--- src/include/oam_macros.svh ---
`ifndef OAM_MACROS_SVH
`define OAM_MACROS_SVH

// sprite entries, 4 bytes each
`define OAM_ENTRIES 40

// total bytes, also the length of one DMA transfer
`define OAM_BYTES 160

// two-byte rows, one byte per bank
`define OAM_ROWS 80

`endif
--- src/rtl/oam_pkg.sv ---
`default_nettype none

package oam_pkg;

	// byte address into OAM
	typedef logic [7:0] oam_addr_t;

	// row index, byte address without bit 0
	typedef logic [6:0] oam_row_t;

	typedef logic [7:0] oam_byte_t;

	// sprite entry number 0..39
	typedef logic [5:0] sprite_idx_t;

	// system bus address, DMA source side
	typedef logic [15:0] cpu_addr_t;

	// who drives the OAM port in a given cycle
	typedef enum logic [2:0] {
		OWN_IDLE,
		OWN_DMA,
		OWN_SCAN,
		OWN_RENDER,
		OWN_CPU
	} oam_owner_e;

endpackage

`default_nettype wire

--- src/rtl/oam_top.sv ---
`default_nettype none

module oam_top (
	input  logic                 clk,
	input  logic                 rst,
	input  logic                 cpu_rd,
	input  logic                 cpu_wr,
	input  oam_pkg::oam_addr_t   cpu_addr,
	input  oam_pkg::oam_byte_t   cpu_wdata,
	output logic                 cpu_rvalid,
	output oam_pkg::oam_byte_t   cpu_rdata,
	input  logic                 dma_start,
	input  oam_pkg::oam_byte_t   dma_page,
	output oam_pkg::cpu_addr_t   dma_src_addr,
	output logic                 dma_src_rd,
	input  oam_pkg::oam_byte_t   md,
	output logic                 dma_busy,
	input  logic                 scan_start,
	output logic                 scan_valid,
	output oam_pkg::sprite_idx_t scan_idx,
	output oam_pkg::oam_byte_t   scan_y,
	output oam_pkg::oam_byte_t   scan_x,
	output logic                 scan_done,
	input  logic                 render_rd,
	input  oam_pkg::sprite_idx_t render_idx,
	output logic                 render_rvalid,
	output oam_pkg::oam_byte_t   render_tile,
	output oam_pkg::oam_byte_t   render_attr
);

	import oam_pkg::*;

	logic        scan_req;
	logic        scan_busy;
	logic        scan_last;
	sprite_idx_t scan_cnt;

	logic        dma_wr;
	oam_addr_t   dma_wr_addr;
	oam_byte_t   dma_wdata;

	oam_row_t    row;
	logic        wr_a;
	logic        wr_b;
	oam_byte_t   wdata;
	oam_byte_t   rdata_a;
	oam_byte_t   rdata_b;

	oam_scan_counter u_scan (
		.clk      (clk),
		.rst      (rst),
		.start    (scan_start),
		.dma_busy (dma_busy),
		.req      (scan_req),
		.idx      (scan_cnt),
		.busy     (scan_busy),
		.last     (scan_last)
	);

	oam_dma u_dma (
		.clk       (clk),
		.rst       (rst),
		.start     (dma_start),
		.page      (dma_page),
		.scan_busy (scan_busy),
		.src_addr  (dma_src_addr),
		.src_rd    (dma_src_rd),
		.md        (md),
		.wr        (dma_wr),
		.wr_addr   (dma_wr_addr),
		.wdata     (dma_wdata),
		.busy      (dma_busy)
	);

	oam_bus_arbiter u_arb (
		.clk           (clk),
		.rst           (rst),
		.dma_wr        (dma_wr),
		.dma_addr      (dma_wr_addr),
		.dma_wdata     (dma_wdata),
		.dma_busy      (dma_busy),
		.scan_req      (scan_req),
		.scan_idx      (scan_cnt),
		.scan_busy     (scan_busy),
		.scan_last     (scan_last),
		.render_rd     (render_rd),
		.render_idx    (render_idx),
		.cpu_rd        (cpu_rd),
		.cpu_wr        (cpu_wr),
		.cpu_addr      (cpu_addr),
		.cpu_wdata     (cpu_wdata),
		.row           (row),
		.wr_a          (wr_a),
		.wr_b          (wr_b),
		.wdata         (wdata),
		.rdata_a       (rdata_a),
		.rdata_b       (rdata_b),
		.cpu_rvalid    (cpu_rvalid),
		.cpu_rdata     (cpu_rdata),
		.scan_valid    (scan_valid),
		.scan_out_idx  (scan_idx),
		.scan_y        (scan_y),
		.scan_x        (scan_x),
		.scan_done     (scan_done),
		.render_rvalid (render_rvalid),
		.render_tile   (render_tile),
		.render_attr   (render_attr)
	);

	oam_banks u_banks (
		.clk     (clk),
		.row     (row),
		.wr_a    (wr_a),
		.wr_b    (wr_b),
		.wdata   (wdata),
		.rdata_a (rdata_a),
		.rdata_b (rdata_b)
	);

endmodule

`default_nettype wire

--- src/rtl/oam_banks.sv ---
`default_nettype none

`include "oam_macros.svh"

module oam_banks (
	input  logic               clk,
	input  oam_pkg::oam_row_t  row,
	input  logic               wr_a,
	input  logic               wr_b,
	input  oam_pkg::oam_byte_t wdata,
	output oam_pkg::oam_byte_t rdata_a,
	output oam_pkg::oam_byte_t rdata_b
);

	import oam_pkg::*;

	// bank 0 holds even bytes, bank 1 odd bytes
	oam_byte_t  mem [2][`OAM_ROWS];
	oam_byte_t  rd_q [2];
	logic [1:0] we;

	assign we = {wr_b, wr_a};

	// read returns the old word when the same row is written
	always_ff @(posedge clk) begin
		for (int b = 0; b < 2; b++) begin
			if (we[b]) begin
				mem[b][row] <= wdata;
			end
			rd_q[b] <= mem[b][row];
		end
	end

	assign rdata_a = rd_q[0];
	assign rdata_b = rd_q[1];

endmodule

`default_nettype wire

--- src/rtl/oam_bus_arbiter.sv ---
`default_nettype none

`include "oam_macros.svh"

module oam_bus_arbiter (
	input  logic                 clk,
	input  logic                 rst,
	input  logic                 dma_wr,
	input  oam_pkg::oam_addr_t   dma_addr,
	input  oam_pkg::oam_byte_t   dma_wdata,
	input  logic                 dma_busy,
	input  logic                 scan_req,
	input  oam_pkg::sprite_idx_t scan_idx,
	input  logic                 scan_busy,
	input  logic                 scan_last,
	input  logic                 render_rd,
	input  oam_pkg::sprite_idx_t render_idx,
	input  logic                 cpu_rd,
	input  logic                 cpu_wr,
	input  oam_pkg::oam_addr_t   cpu_addr,
	input  oam_pkg::oam_byte_t   cpu_wdata,
	output oam_pkg::oam_row_t    row,
	output logic                 wr_a,
	output logic                 wr_b,
	output oam_pkg::oam_byte_t   wdata,
	input  oam_pkg::oam_byte_t   rdata_a,
	input  oam_pkg::oam_byte_t   rdata_b,
	output logic                 cpu_rvalid,
	output oam_pkg::oam_byte_t   cpu_rdata,
	output logic                 scan_valid,
	output oam_pkg::sprite_idx_t scan_out_idx,
	output oam_pkg::oam_byte_t   scan_y,
	output oam_pkg::oam_byte_t   scan_x,
	output logic                 scan_done,
	output logic                 render_rvalid,
	output oam_pkg::oam_byte_t   render_tile,
	output oam_pkg::oam_byte_t   render_attr
);

	import oam_pkg::*;

	oam_owner_e  owner_next, owner_q, owner_d;
	oam_row_t    row_next, row_q;
	oam_byte_t   wdata_next, wdata_q;
	logic [1:0]  we_next, we_q;
	logic        rd_next, rd_q, rd_d;
	logic        cpu_rd_q, cpu_rd_d;
	logic        sel_b_q, sel_b_d;
	logic        last_q, last_d;
	sprite_idx_t idx_q, idx_d;
	logic        cpu_ok, render_ok, cpu_hit;

	assign cpu_ok = cpu_addr < oam_addr_t'(`OAM_BYTES);

	// an out of range render request does not take the port
	assign render_ok = render_rd && (render_idx < sprite_idx_t'(`OAM_ENTRIES));

	// fixed priority: DMA, scan, render, CPU
	always_comb begin
		owner_next = OWN_IDLE;
		row_next   = cpu_addr[7:1];
		wdata_next = cpu_wdata;
		we_next    = 2'b00;
		rd_next    = 1'b0;
		if (dma_busy) begin
			owner_next = OWN_DMA;
			row_next   = dma_addr[7:1];
			wdata_next = dma_wdata;
			if (dma_wr) begin
				we_next = dma_addr[0] ? 2'b10 : 2'b01;
			end
		end else if (scan_busy) begin
			owner_next = OWN_SCAN;
			row_next   = {scan_idx, 1'b0};
			rd_next    = scan_req;
		end else if (render_ok) begin
			owner_next = OWN_RENDER;
			row_next   = {render_idx, 1'b1};
			rd_next    = 1'b1;
		end else if (cpu_rd || cpu_wr) begin
			owner_next = OWN_CPU;
			rd_next    = cpu_rd && cpu_ok;
			if (cpu_wr && cpu_ok) begin
				we_next = cpu_addr[0] ? 2'b10 : 2'b01;
			end
		end
	end

	always_ff @(posedge clk) begin
		if (rst) begin
			owner_q  <= OWN_IDLE;
			owner_d  <= OWN_IDLE;
			we_q     <= 2'b00;
			rd_q     <= 1'b0;
			rd_d     <= 1'b0;
			cpu_rd_q <= 1'b0;
			cpu_rd_d <= 1'b0;
		end else begin
			owner_q  <= owner_next;
			owner_d  <= owner_q;
			we_q     <= we_next;
			rd_q     <= rd_next;
			rd_d     <= rd_q;
			cpu_rd_q <= cpu_rd;
			cpu_rd_d <= cpu_rd_q;
		end
	end

	// request metadata follows the word through the bank read
	always_ff @(posedge clk) begin
		row_q   <= row_next;
		wdata_q <= wdata_next;
		sel_b_q <= cpu_addr[0];
		idx_q   <= scan_idx;
		last_q  <= scan_last;
		sel_b_d <= sel_b_q;
		idx_d   <= idx_q;
		last_d  <= last_q;
	end

	assign row   = row_q;
	assign wr_a  = we_q[0];
	assign wr_b  = we_q[1];
	assign wdata = wdata_q;

	// a CPU read always answers, with ff when blocked or out of range
	assign cpu_hit    = rd_d && (owner_d == OWN_CPU);
	assign cpu_rvalid = cpu_rd_d;
	assign cpu_rdata  = !cpu_hit ? 8'hff : (sel_b_d ? rdata_b : rdata_a);

	assign scan_valid   = rd_d && (owner_d == OWN_SCAN);
	assign scan_out_idx = idx_d;
	assign scan_y       = rdata_a;
	assign scan_x       = rdata_b;
	assign scan_done    = scan_valid && last_d;

	assign render_rvalid = rd_d && (owner_d == OWN_RENDER);
	assign render_tile   = rdata_a;
	assign render_attr   = rdata_b;

	a_one_bank: assert property (@(posedge clk) disable iff (rst)
		!(wr_a && wr_b));

endmodule

`default_nettype wire

--- src/rtl/oam_dma.sv ---
`default_nettype none

`include "oam_macros.svh"

module oam_dma (
	input  logic               clk,
	input  logic               rst,
	input  logic               start,
	input  oam_pkg::oam_byte_t page,
	input  logic               scan_busy,
	output oam_pkg::cpu_addr_t src_addr,
	output logic               src_rd,
	input  oam_pkg::oam_byte_t md,
	output logic               wr,
	output oam_pkg::oam_addr_t wr_addr,
	output oam_pkg::oam_byte_t wdata,
	output logic               busy
);

	import oam_pkg::*;

	logic      run;
	logic      wr_q;
	oam_addr_t cnt;
	oam_addr_t wr_addr_q;
	oam_byte_t page_q;

	// 160 read cycles, then one more for the last write
	assign src_rd   = run && (cnt != oam_addr_t'(`OAM_BYTES));
	assign src_addr = {page_q, cnt};
	assign busy     = run;

	// md arrives one cycle after src_rd
	assign wr      = wr_q;
	assign wr_addr = wr_addr_q;
	assign wdata   = md;

	always_ff @(posedge clk) begin
		if (rst) begin
			run  <= 1'b0;
			cnt  <= '0;
			wr_q <= 1'b0;
		end else begin
			wr_q <= src_rd;
			if (!run) begin
				if (start && !scan_busy) begin
					run <= 1'b1;
					cnt <= '0;
				end
			end else if (cnt == oam_addr_t'(`OAM_BYTES)) begin
				run <= 1'b0;
			end else begin
				cnt <= cnt + 1'b1;
			end
		end
	end

	always_ff @(posedge clk) begin
		if (!run && start) begin
			page_q <= page;
		end
		wr_addr_q <= cnt;
	end

	// every source read is written back next cycle, still inside the busy window
	a_rd_then_wr: assert property (@(posedge clk) disable iff (rst)
		src_rd |-> busy ##1 (wr && busy));

endmodule

`default_nettype wire

--- src/rtl/oam_scan_counter.sv ---
`default_nettype none

`include "oam_macros.svh"

module oam_scan_counter (
	input  logic                 clk,
	input  logic                 rst,
	input  logic                 start,
	input  logic                 dma_busy,
	output logic                 req,
	output oam_pkg::sprite_idx_t idx,
	output logic                 busy,
	output logic                 last
);

	import oam_pkg::*;

	logic        run;
	logic        accept;
	sprite_idx_t cnt;

	// a start while DMA runs or a sweep is underway is ignored
	assign accept = start && !run && !dma_busy;

	// entry 0 goes out in the start cycle itself
	assign req  = accept || run;
	assign busy = req;
	assign idx  = cnt;
	assign last = req && (cnt == sprite_idx_t'(`OAM_ENTRIES - 1));

	// cnt sits at 0 whenever idle
	always_ff @(posedge clk) begin
		if (rst) begin
			run <= 1'b0;
			cnt <= '0;
		end else if (req) begin
			if (last) begin
				run <= 1'b0;
				cnt <= '0;
			end else begin
				run <= 1'b1;
				cnt <= cnt + 1'b1;
			end
		end
	end

	a_idx_range: assert property (@(posedge clk) disable iff (rst)
		req |-> (idx < sprite_idx_t'(`OAM_ENTRIES)));

endmodule

`default_nettype wire

--- config.mk ---
export PLATFORM = sky130hd
export DESIGN_NAME = oam_top
export DESIGN_NICKNAME = d
export VERILOG_FILES = /design/src/rtl/oam_pkg.sv /design/src/rtl/oam_top.sv /design/src/rtl/oam_banks.sv /design/src/rtl/oam_bus_arbiter.sv /design/src/rtl/oam_dma.sv /design/src/rtl/oam_scan_counter.sv
export VERILOG_INCLUDE_DIRS = /design/src /design/src/include
export SDC_FILE = /design/constraint.sdc
export NUM_CORES = 1
export LEC_CHECK = 0
export BUFFER_PORTS_ARGS = -buffer_cell sky130_fd_sc_hd__buf_2
export CORE_MARGIN = 1
export CORE_UTILIZATION = 30
export DETAILED_ROUTE_END_ITERATION = 7
export PLACE_DENSITY_LB_ADDON = 0.1
export SLEW_MARGIN = 10
export SYNTH_ARGS = -nofsm -noshare
export SYNTH_HDL_FRONTEND = slang
export SYNTH_SLANG_ARGS = --single-unit
--- constraint.sdc ---
create_clock -name clk -period 3.6 [get_ports clk]
set_clock_uncertainty 0.2 [all_clocks]
set_input_delay 0.54 -clock clk [delete_from_list [all_inputs] [get_ports clk]]
set_output_delay 0.54 -clock clk [all_outputs]
set_load 0.05 [all_outputs]
==> results, run 1 <==
- The flow ran to the end, and the final reports show no timing, DRC or antenna violations.
- The post-synthesis area per instance is 17.8 sq um.
- The synthesized netlist net count is 3027.
- The most critical setup path has its startpoint at u_arb.row[2].
- Of all flip-flops after synthesis, the portion carrying an async set or reset was 0%.
- The reg2reg setup slack is 70 ps.
- The via count of the routed design is 30400.
- The synthesized instance count is 2979.
- Pin placement for this block handled 113 I/O pins.
- Buffers added to address setup during post-CTS repair amount to 0.
- In this run the vertical extent of the chip is 422 um.
- The area fraction of the dominant cell type after synthesis is 73.0%.
- The number of slew-limit violations in the final report was 0.
- The first global-routing pass estimated 248000 um of wire.
- By count the netlist is led by 1288 x sky130_fd_sc_hd__edfxtp_1, 250 x sky130_fd_sc_hd__nor2_1, 225 x sky130_fd_sc_hd__mux2i_1, 140 x sky130_fd_sc_hd__a221oi_1, 101 x sky130_fd_sc_hd__mux4_2.
- The final-report setup violation count is 0.
- The library cell occupying the most area in the post-synthesis netlist is sky130_fd_sc_hd__edfxtp_1.
- The detail-routed net length per standard cell is 30.0 um.
- Setup repair after global routing left no endpoint under its margin.
- The number of non-filler instances in the completed layout is 5894.
- The count of port buffers added during placement is 112.
- The largest stage delay on the critical path is 950 ps.
- The tree is rooted in a sky130_fd_sc_hd__clkbuf_16.
- The number of antenna violations at the first check in global routing is 3.
- The startpoint type of the worst setup path is a flop.
- The clock passes through at most 3 buffers.
- The clock period minus worst slack is 3530 ps.
- The remaining global-route overflow is 0.
- The most used flip-flop cell after synthesis is sky130_fd_sc_hd__edfxtp_1.
- The critical path data arrival time is 3940 ps.
- Sequential elements use 76.2% of the synthesized area.
- The number of enable flip-flop cells after synthesis is 1288.
- The total of flip-flops plus latches after synthesis is 1372.
- The worst-path cell with the longest stage delay is sky130_fd_sc_hd__a2111oi_0.
- Power spread over the standard cell area amounts to 608 nW/um^2.
- In this run the tightest slew margin relative to its limit is 17.5%.
- The final hold violation count is 0.
- The highest fanout seen on the critical path is 24.
- With fillers left out, the area of the finished cells amounts to 63800 sq um.
- The number of nets in the finished design is 3488.
- After detailed routing, the number of vias per cell comes to 5.16.
- The post-detailed-route DRC marker count is 0.
- In this run, placement finished with an instance count of 5577.
- The all-layer global routing usage is 19.6%.
- Wires add up to 177000 um.
- At the end of routability-driven placement, the weighted congestion stood at 0.820.
- Walking the worst path, the cells encountered are nor2_4 -> a221oi_1 -> a31oi_1 -> a2111oi_0 -> o311a_1 -> o221ai_1.
- The yosys synthesis warning count is 0.
- The effective utilization at floorplan is 30.3%.
- In this run the static leakage power is 0.0209 uW.
- The launch point of the worst reg-to-reg path is u_arb.row[2].
- The number of buffers and inverters on the critical path is 0.
- The area of the core region is 175000 sq um.
- The final critical path takes up 98.0% of the cycle.
- The number of inserted diodes is 0.
- The slew at the pin closest to its max-slew limit is 1230 ps.
- Compared with the post-synthesis result, the final layout area differs by 20.4%.
- The via count of the first global-routing pass was 31000.
- The die covers 178000 sq um.
- The critical path capture point type is a flop.
- The maximum number of pins on one net before global-route repair is 161.
- In the post-synthesis netlist, the biggest area contributors are sky130_fd_sc_hd__edfxtp_1 73%, sky130_fd_sc_hd__mux4_2 4.3%, sky130_fd_sc_hd__mux2i_1 4.3%.
- The max-capacitance violation count is 0.
- The detail route stage leaves a number of antenna-violating nets equal to 0.
- The number of rows in the core area is 153.
- Following the worst setup path forward leads to its endpoint at u_banks.rd_q[0][0].
- After clock tree synthesis, the clock-pin slew on the worst setup and hold paths is 60 ps.
- The min-delay analysis places its worst path in the category input pin to flop.
- The largest delay contributor family on the critical path is compound AO/OA/AOI/OAI gates.
- The critical path crosses 6 cells after its start point.
- Counting every sink on the clock net gives 1372.
- In this run the critical register-to-register path is captured at u_banks.rd_q[0][0].
- Of the cells placed in the final design, the portion with a size suffix greater than 1 is 25.4%.
- The DRC marker count from the first detailed-route iteration is 2918.
- At the worst endpoint, the required time is 4020 ps.
- Once layout is complete, the utilization of the core stands at 36.5%.
- By instance count, the leading cell after synthesis is sky130_fd_sc_hd__edfxtp_1.
- The tightest hold margin is 64.4 ps.
- The clock latency at the later pin of the worst-skew pair is 790 ps.
- After detailed placement, the total cell area comes to 58500 sq um.
- From left edge to right edge, the die measures 422 um.
- Buffers inserted during clock tree synthesis total 153.
- The number of different library cells in the post-synthesis netlist is 68.
- The path depth of the worst reg2reg path is 6.
- In this run the number of H-tree levels came out at 4.
- By startpoint and endpoint, the worst setup path is classified as flop to flop.
- For this run, the top clock speed supported by timing is 284 MHz.
- The detailed placement HPWL is 114000 um.
- The clock tree from TritonCTS is done.
- The first detailed-routing pass took 6 iterations.
- After synthesis the cells add up to 53000 sq um.
- The worst-case IR drop observed on VDD is 430 uV.
[metal layers]
layer  GRT usage, %  vias up  share of wire [%]
met3           3.60      238                5.2
li1               -    13000                  -
met2           31.6      940                 48
met4           5.72        2                2.6
met1           26.9    16200                 45
met5              0        -             0.0074
[metrics by stage]
step	total power, uW	setup WS [ps]	setup TNS (ps)
finish	38800	73.5	0
global route	40000	29.0	0
CTS	39200	69.3	0
detailed placement	23900	-273	-273
global placement	23900	-282	-282
floorplan	21400	346	0
[how the worst min path moves through the flow]
stage | start | end | cells past startpoint
floorplan | u_arb.last_q | u_arb.last_d | 0
global placement | u_arb.sel_b_q | u_arb.sel_b_d | 0
detailed placement | u_arb.sel_b_q | u_arb.sel_b_d | 0
CTS | cpu_addr[6] | u_arb.row[5] | 5
global route | render_idx[4] | u_arb.row[5] | 5
finish | cpu_addr[6] | u_arb.row[5] | 5
[final cells by class]
class / instances / area [sq um]
Clock buffer: 196 / 4140
Clock inverter: 88 / 753
Fill cell: 16400 / 111000
Inverter: 10 / 42.5
Multi-Input combinational cell: 1386 / 11400
Sequential cell: 1372 / 40400
Tap cell: 2325 / 2910
Timing Repair Buffer: 517 / 4120
[layout by cell type, fill, tap and decap left out, types with 16 or more instances in the layout]
cell type,Yosys,layout
sky130_fd_sc_hd__nand3_1,44,44
sky130_fd_sc_hd__clkinv_2,0,30
sky130_fd_sc_hd__nand2_1,88,88
sky130_fd_sc_hd__edfxtp_1,1288,1288
sky130_fd_sc_hd__a22o_1,16,16
sky130_fd_sc_hd__mux2i_1,225,225
sky130_fd_sc_hd__buf_12,0,35
sky130_fd_sc_hd__a221o_1,18,18
sky130_fd_sc_hd__dfxtp_1,84,71
sky130_fd_sc_hd__buf_4,55,337
sky130_fd_sc_hd__clkbuf_1,56,34
sky130_fd_sc_hd__clkinv_1,1,33
sky130_fd_sc_hd__buf_2,70,112
sky130_fd_sc_hd__a221oi_1,140,139
sky130_fd_sc_hd__mux4_2,101,101
sky130_fd_sc_hd__clkbuf_16,0,158
sky130_fd_sc_hd__o22ai_1,36,36
sky130_fd_sc_hd__o221ai_1,24,24
sky130_fd_sc_hd__nor2_1,250,247
sky130_fd_sc_hd__mux2_2,63,63
sky130_fd_sc_hd__a22oi_1,90,90
sky130_fd_sc_hd__a21oi_1,64,64
sky130_fd_sc_hd__dlygate4sd3_1,0,33
sky130_fd_sc_hd__o21ai_0,42,42
[sequential cells by signal (all words and copies together), names as in the netlist, 6 cells and up]
| signal | count |
|---|---|
| u_arb.idx_q | 6 |
| u_arb.wdata | 8 |
| u_arb.scan_out_idx | 6 |
| u_dma.page_q | 8 |
| u_scan.idx | 6 |
| u_dma.cnt | 8 |
| u_dma.wr_addr | 8 |
| u_banks.mem | 1280 |
| u_banks.rd_q | 16 |
| u_arb.row | 7 |
[cells by family after synthesis]
| group | share of synthesized area, % |
|---|---|
| and+or+nand+nor | 3.74 |
| xor gates and xnor gates | 0.132 |
| AOI/OAI and AO/OA | 7.54 |
| adders and majority gates | 0.0709 |
| muxes | 9.95 |
| DFF | 76.2 |
| buffers and inverters | 2.37 |
[report_power, final]
| part | total, uW | internal [uW] | switching, uW |
|---|---|---|---|
| clock network | 15300 | 8740 | 6540 |
| registers | 18100 | 17700 | 393 |
| logic | 5400 | 1750 | 3650 |
| total | 38800 | 28200 | 10600 |
[worst register-to-register path, cell delays in order (launching register included)]
cell                        delay, ps
sky130_fd_sc_hd__dfxtp_4          680
sky130_fd_sc_hd__nor2_4           380
sky130_fd_sc_hd__a221oi_1         430
sky130_fd_sc_hd__a31oi_1           70
sky130_fd_sc_hd__a2111oi_0        950
sky130_fd_sc_hd__o311a_1          400
sky130_fd_sc_hd__o221ai_1         240
[timing repair]
item,CTS,global route
hold buffers,33,0
gates resized for setup,1,0
endpoints found under the setup margin,1,0
endpoints found under the hold margin,39,0
No activity file was read; power rests on OpenSTA's default activity.
==> run 2, diff against run 1 <==
--- a/config.mk
+++ b/config.mk
@@ -7,6 +7,9 @@
 export NUM_CORES = 1
 export LEC_CHECK = 0
 export BUFFER_PORTS_ARGS = -buffer_cell sky130_fd_sc_hd__buf_2
+export CAP_MARGIN = 0
+export CELL_PAD_IN_SITES_DETAIL_PLACEMENT = 0
+export CELL_PAD_IN_SITES_GLOBAL_PLACEMENT = 1
 export CORE_MARGIN = 1
 export CORE_UTILIZATION = 30
 export DETAILED_ROUTE_END_ITERATION = 7
==> results, run 2 (synthesized netlist as in run 1, its figures left out) <==
- The worst setup path is captured at a flop.
- At the pin with the least slew margin, the transition time is 1340 ps.
- The number of slew-limit violations in the final report was 0.
- The first global-routing pass estimated 250000 um of wire.
- For this run, the total global-route usage over all layers was measured as 19.8%.
- The class of the worst hold path is input pin to flop.
- The number of antenna violations at the first check in global routing is 5.
- Dividing total power by cell area gives a power density of 610 nW/um^2.
- The post-route netlist has 24.7% of its cells at a drive strength greater than 1.
- The relative area change from synthesis to final layout is 19.9%.
- The effective utilization at floorplan is 30.3%.
- The startpoint type of the worst setup path is a flop.
- The remaining global-route overflow is 0.
- The via-per-instance ratio is 5.15.
- The clock latency at the later pin of the worst-skew pair is 780 ps.
- At the worst endpoint, the required time is 4060 ps.
- During I/O placement, the number of pins put on the boundary was 113.
- After detailed routing, the number of remaining DRC violations is 0.
- The global routing usage on met3 is 2.80%.
- Counting flops per register, the top entry is u_banks.mem.
- In this run, CTS created clock tree buffers numbering 154.
- The type of the worst setup path is flop to flop.
- The clock period minus worst slack is 3520 ps.
- The largest registers in the layout are u_banks.mem x1280, u_banks.rd_q x16.
- The share of the clock period used by the worst path after layout is 97.7%.
- The detailed placement HPWL is 115000 um.
- The highest ir drop seen on vdd is 453 uV.
- The detail-routed net length per standard cell is 30.4 um.
- The number of iterations in the first detailed-routing pass is 6.
- The cell type with the highest occurrence count on the critical path is sky130_fd_sc_hd__buf_4.
- The max-capacitance violation count is 0.
- Along the worst path, the maximum fanout reaches 19.
- The core region is 175000 sq um.
- The via count of the routed design is 30200.
- The clock transition at the registers of the reported paths is 60 ps.
- TritonCTS built the clock tree.
- Traced cell by cell, the critical path runs through buf_4 -> inv_2 -> buf_12 -> buf_12 -> nor2_1 -> buf_4 -> a2111oi_0 -> buf_4 -> a211o_1 -> nand4_1.
- The final hold violation count is 0.
- In the layout the commonest cells are 1288 x sky130_fd_sc_hd__edfxtp_1, 317 x sky130_fd_sc_hd__buf_4, 245 x sky130_fd_sc_hd__nor2_1.
- The DRC marker count from the first detailed-route iteration is 2873.
- Input and output buffers added on the ports amount to 112.
- The flow ran to the end, and the final reports show no timing, DRC or antenna violations.
- The maximum operating frequency is 284 MHz.
- Summing internal, switching and leakage power gives 38700 uW.
- The register with the most flip-flops in the layout has 1280 of them.
- In this run the tightest slew margin relative to its limit is 8.69%.
- The die is 422 um tall.
- The final weighted congestion in routability-driven placement is 0.808.
- The library cell used as clock root buffer is sky130_fd_sc_hd__clkbuf_16.
- The die area is 178000 sq um.
- The chip width is 422 um.
- The met2 demand-to-capacity share in global routing is 32.2%.
- The buffer depth of the longest clock path is 3.
- The worst-path cell with the longest stage delay is sky130_fd_sc_hd__a2111oi_0.
- The final wirelength is 178000 um.
- CTS built an H-tree with a depth of 4.
- The busiest metal layer after global routing is met2.
- Setup repair after global routing left no endpoint under its margin.
- Entering global routing, the biggest net connects 117 pins.
- The total leakage power is 0.0208 uW.
- Counting every sink on the clock net gives 1372.
- The number of nets in the finished design is 3465.
- The final-report setup violation count is 0.
- The count of cells resized by post-cts repair is 0.
- STA puts the critical path data arrival time at 3970 ps.
- In this design, the stage delay of the slowest critical-path cell is 1010 ps.
- The number of rows in the core area is 153.
- The summed negative setup slack over all endpoints is 0 ps.
- The via count of the first global-routing pass is 31300.
- The number of nets with antenna violations after detailed routing is 0.
- The met1 routing resource usage after global routing is 27.7%.
- The library cell used most frequently in the layout, excluding fill and tap cells, is sky130_fd_sc_hd__edfxtp_1.
-- run 2: cell count changes in the layout (fill, tap and decap cells not counted), moves of 3 or more --
cell,previous run,this run
sky130_fd_sc_hd__buf_4,337,317
sky130_fd_sc_hd__clkbuf_1,34,43
sky130_fd_sc_hd__clkbuf_8,4,7
sky130_fd_sc_hd__clkinv_1,33,27
sky130_fd_sc_hd__clkinv_16,3,0
sky130_fd_sc_hd__clkinv_2,30,19
sky130_fd_sc_hd__diode_2,0,3
sky130_fd_sc_hd__inv_16,1,4
-- run 2: timing repair --
item	CTS	global route
hold buffers	31	0
hold endpoints to repair	37	0
setup buffers	0	0
-- run 2: worst paths after layout --
path                  start               endpoint  slack (ps)  depth (start not counted)
min reg2reg  u_arb.idx_q[1]  u_arb.scan_out_idx[1]         120                          0
min              scan_start             u_scan.run          70                          4
max reg2reg    u_arb.row[2]    u_banks.rd_q[0][14]          80                         10
max            u_arb.row[2]    u_banks.rd_q[0][14]          80                         10
-- run 2: through the flow --
| stage | utilization, % | setup WS [ps] | hold slack [ps] | cell area (sq um) | std cells |
|---|---|---|---|---|---|
| after floorplan | - | 346 | 110 | 53000 | 2979 |
| after global placement | 33.4 | 78.5 | 118 | 58400 | 5555 |
| after detailed placement | 33.4 | 155 | 115 | 58400 | 5555 |
| after CTS | 36.4 | 144 | 14.3 | 63500 | 5862 |
| after global routing | 36.4 | 61.4 | 57.7 | 63500 | 5862 |
| final | 36.4 | 82.9 | 67.9 | 63500 | 5865 |
-- run 2: layout make-up --
class / count / area, sq um
fillers: 16300 / 111000
multi-input cells: 1386 / 11400
well taps: 2325 / 2910
diodes: 3 / 7.51
clock inverters: 70 / 668
clock buffers: 206 / 4160
repair buffers: 493 / 3910
inverters: 10 / 42.5
flip-flops and latches: 1372 / 40400
-- run 2: routing by layer --
metal  wire length [um]  up-vias
li1                   -    13000
met1              80600    16100
met2              85600      859
met3               8350      213
met4               3870        0
met5                  0        -
-- run 2: power by group --
part	leakage [uW]	total, uW	internal, uW	switching (uW)
Sequential	0.0123	18200	17700	443
Clock	0.00236	15300	8790	6470
Combinational	0.00613	5310	1730	3580
-- run 2: critical path: cells and delay by family (launching register included) --
kind,cells,cell delay [ps]
buffers and inverters,6,1280
AOI/OAI and AO/OA,2,1160
DFF,1,480
and+or+nand+nor,2,200
==> run 3, diff against run 2 <==
--- a/config.mk
+++ b/config.mk
@@ -6,6 +6,7 @@
 export SDC_FILE = /design/constraint.sdc
 export NUM_CORES = 1
 export LEC_CHECK = 0
+export ABC_AREA = 1
 export BUFFER_PORTS_ARGS = -buffer_cell sky130_fd_sc_hd__buf_2
 export CAP_MARGIN = 0
 export CELL_PAD_IN_SITES_DETAIL_PLACEMENT = 0
==> results, run 3 <==
- The flow ran to the end, and the final reports show no timing, DRC or antenna violations.
- The highest ir drop seen on vdd is 353 uV.
- Setup repair after global routing left no endpoint under its margin.
- The total of flip-flops plus latches after synthesis is 1372.
- Detailed placement finished with a half-perimeter wire length of 110000 um.
- The I/O pin total is 113.
- During placement, the flow inserted port buffers numbering 112.
- The number of enable flip-flop cells after synthesis is 1288.
- For this run, design rule violations remaining after detail routing come to 0.
- At the worst endpoint, the required time is 2860 ps.
- The floorplan step set the die width to 438 um.
- In this run the static leakage power is 0.0263 uW.
- The summed negative setup slack over all endpoints is 0 ps.
- The area growth from synthesis to layout is 18.2%.
- The slowest stage of the critical path belongs to the cell sky130_fd_sc_hd__dfxtp_1.
- The worst setup path is captured at an output port.
- The effective utilization at floorplan is 30.3%.
- Across all layers, the routed design uses 37600 vias.
- The first global-routing pass estimated 262000 um of wire.
- TritonCTS built the clock tree.
- The relative slew slack is 20.0%.
- The via-per-instance ratio is 4.57.
- The type of the worst setup path is flop to output port.
- For this run, the leading register cell type out of synthesis is sky130_fd_sc_hd__edfxtp_1.
- The most common cell in the synthesized netlist is sky130_fd_sc_hd__nand2_1.
- In the layout the commonest cells are 1925 x sky130_fd_sc_hd__nand2_1, 1288 x sky130_fd_sc_hd__edfxtp_1, 447 x sky130_fd_sc_hd__nand3_1.
- The final weighted congestion in routability-driven placement is 0.781.
- When the netlist entered floorplanning its net count stood at 5351.
- The fraction of final layout cells sized beyond drive strength 1 is 13.8%.
- Dividing total power by cell area gives a power density of 595 nW/um^2.
- The total number of H-tree levels is 4.
- Dividing the detail-routed wire length by the instance count gives 21.9 um.
- Row generation in the floorplan step produced 159 rows.
- The clock sink count is 1372.
- The number of buffers created by CTS is 159.
- The largest registers in the layout are u_banks.mem x1280, u_banks.rd_q x16.
- Clock latency on the worst-skew pair, taken at its later pin, is 790 ps.
- Setup violations remaining at the end of the flow were counted as 0.
- The register with the most flip-flops in the layout has 1280 of them.
- Across the run, the number of max-cap violations was 0.
- STA classifies the critical path startpoint as a flop.
- The longest clock path from root to sink contains 3 buffers.
- Static timing analysis puts the maximum clock frequency at 332 MHz.
- The clock transition at the registers of the reported paths is 60 ps.
- The via count of the first global-routing pass is 36700.
- The min-delay analysis places its worst path in the category flop to flop.
- The first detailed-routing pass ran for 5 iterations.
- The number of nets with antenna violations after detailed routing is 0.
- The share of synthesized area occupied by flip-flops and latches is 70.7%.
- The final wirelength is 180000 um.
- Averaged over all synthesized cells, the footprint is 10.8 sq um.
- Once layout is complete, the utilization of the core stands at 35.8%.
- The DRC marker count from the first detailed-route iteration is 2670.
- The share of synthesized area in the top cell type comes to 67.7%.
- The highest fanout seen on the critical path is 6.
- The cell type with the highest occurrence count on the critical path is sky130_fd_sc_hd__inv_1.
- The library cell occupying the most area in the post-synthesis netlist is sky130_fd_sc_hd__edfxtp_1.
- More flip-flops sit in one register than any other, and that register is u_banks.mem.
- The critical path data arrival time is 2270 ps.
- The number of slew-limit violations in the final report is 0.
- The number of inserted filler cells in the final layout is 18700.
- Of all flip-flops after synthesis, the portion carrying an async set or reset was 0%.
- Across every metal layer, demand over resource in global routing totals 18.7%.
- The largest single stage delay on the critical path is 470 ps.
- On the critical path the largest part of the delay comes from buffers and inverters.
- The die area is 192000 sq um.
- By area the synthesized netlist is led by sky130_fd_sc_hd__edfxtp_1 68%, sky130_fd_sc_hd__nand2_1 13%, sky130_fd_sc_hd__nand3_1 3.9%.
- Counting instances in the post-synthesis netlist gives the leading cell types as 1934 x sky130_fd_sc_hd__nand2_1, 1288 x sky130_fd_sc_hd__edfxtp_1, 447 x sky130_fd_sc_hd__nand3_1, 334 x sky130_fd_sc_hd__nor2_1, 325 x sky130_fd_sc_hd__inv_1.
- The number of buffers and inverters on the critical path is 3.
- The yosys synthesis warning count is 0.
- The number of antenna violations at the first check in global routing is 10.
- The area of the core region is 188000 sq um.
- The die is 438 um tall.
- In this run the cell area of the synthesized design comes to 57100 sq um.
- At the pin with the least slew margin, the transition time is 1190 ps.
- The routed design could run at a clock period as short as 3010 ps.
- Traced cell by cell, the critical path runs through inv_1 -> ha_1 -> nand4_1 -> nand2_1 -> inv_1 -> buf_2.
- The number of nets in the finished design is 5650.
- The number of different library cells in the post-synthesis netlist is 31.
- The most common cell after layout, fill and taps aside is sky130_fd_sc_hd__nand2_1.
- Dividing the final minimum period by the clock period gives 83.6%.
- The final hold violation count is 0.
- CTS placed an instance of sky130_fd_sc_hd__clkbuf_16 at the clock tree root.
- The synthesized instance count is 5303.
- The maximum number of pins on one net before global-route repair is 172.
- Summed over all layers, the global routing overflow is 0.
## run 3: cell types whose count changed in the layout (fill, tap and decap cells not counted), sizes merged, moves of 56 or more
cell    delta
nand3    +403
nand4     +56
o21ai     +64
a221oi   -141
mux2i    -225
nor2      +91
inv      +315
mux4     -101
a22oi     -90
nand2   +1846
mux2      -66
nor3     +159
or2      +123
## run 3: area by class of cell
| type | count | area [sq um] | share of cell area (%) |
|---|---|---|---|
| Clock inverter | 76 | 566 | 0.838 |
| Sequential cell | 1372 | 40400 | 59.9 |
| Inverter | 342 | 1300 | 1.92 |
| Clock buffer | 219 | 4380 | 6.49 |
| Tap cell | 2495 | 3120 | 4.63 |
| Timing Repair Buffer | 457 | 3710 | 5.50 |
| Multi-Input combinational cell | 3270 | 14000 | 20.7 |
| Antenna cell | 6 | 15.0 | 0.0223 |
## run 3: through the flow
stage | total power (uW) | hold WS (ps) | std cells | cell area, sq um | setup WS (ps)
6_report | 40200 | 120 | 8237 | 67500 | 589
5_1_grt | 41800 | 86.8 | 8231 | 67400 | 392
4_1_cts | 40800 | 70.4 | 8231 | 67400 | 498
3_5_place_dp | 25200 | 113 | 7898 | 62100 | 538
3_3_place_gp | 25200 | 113 | 7898 | 62100 | 549
2_1_floorplan | 22300 | 110 | 5303 | 57100 | 580
## run 3: final timing paths
kind | startpoint | endpoint | slack, ps | cells past startpoint
worst max-delay path | u_dma.cnt[1] | dma_src_rd | 590 | 6
worst min-delay path | u_arb.idx_q[5] | u_arb.scan_out_idx[5] | 120 | 0
worst max register to register | u_arb.row[1] | u_banks.mem[0][1068] | 610 | 6
worst min register to register | u_arb.idx_q[5] | u_arb.scan_out_idx[5] | 120 | 0
## run 3: cell families (layout without fill, tap and decap cells)
kind of cell	count (synthesis)	count (layout)	synth area share [%]
compound gates	172	172	1.69
xor+xnor	1	1	0.0153
fa+ha+maj	3	3	0.0658
buf+inv	661	1094	4.92
flops	1372	1372	70.7
other cells	0	6	0
simple gates	3094	3094	22.6
## run 3: layer usage
layer / routed length [um] / track usage, % / part of all wire (%)
met1: 85100 / 26.4 / 47
met2: 84100 / 29.8 / 47
met3: 6730 / 2.68 / 3.7
met4: 4510 / 5.30 / 2.5
met5: 0 / 0 / 0
## run 3: timing repair
action / in CTS / in global routing
endpoints found under the hold margin: 44 / 0
buffers inserted: 0 / 0
hold buffers: 38 / 0
gates resized for setup: 0 / 0
## run 3: where the power goes
| part | switching [uW] | internal (uW) |
|---|---|---|
| sequential | 517 | 17900 |
| combinational | 4810 | 1530 |
| clock | 6560 | 8880 |
| total | 11900 | 28300 |
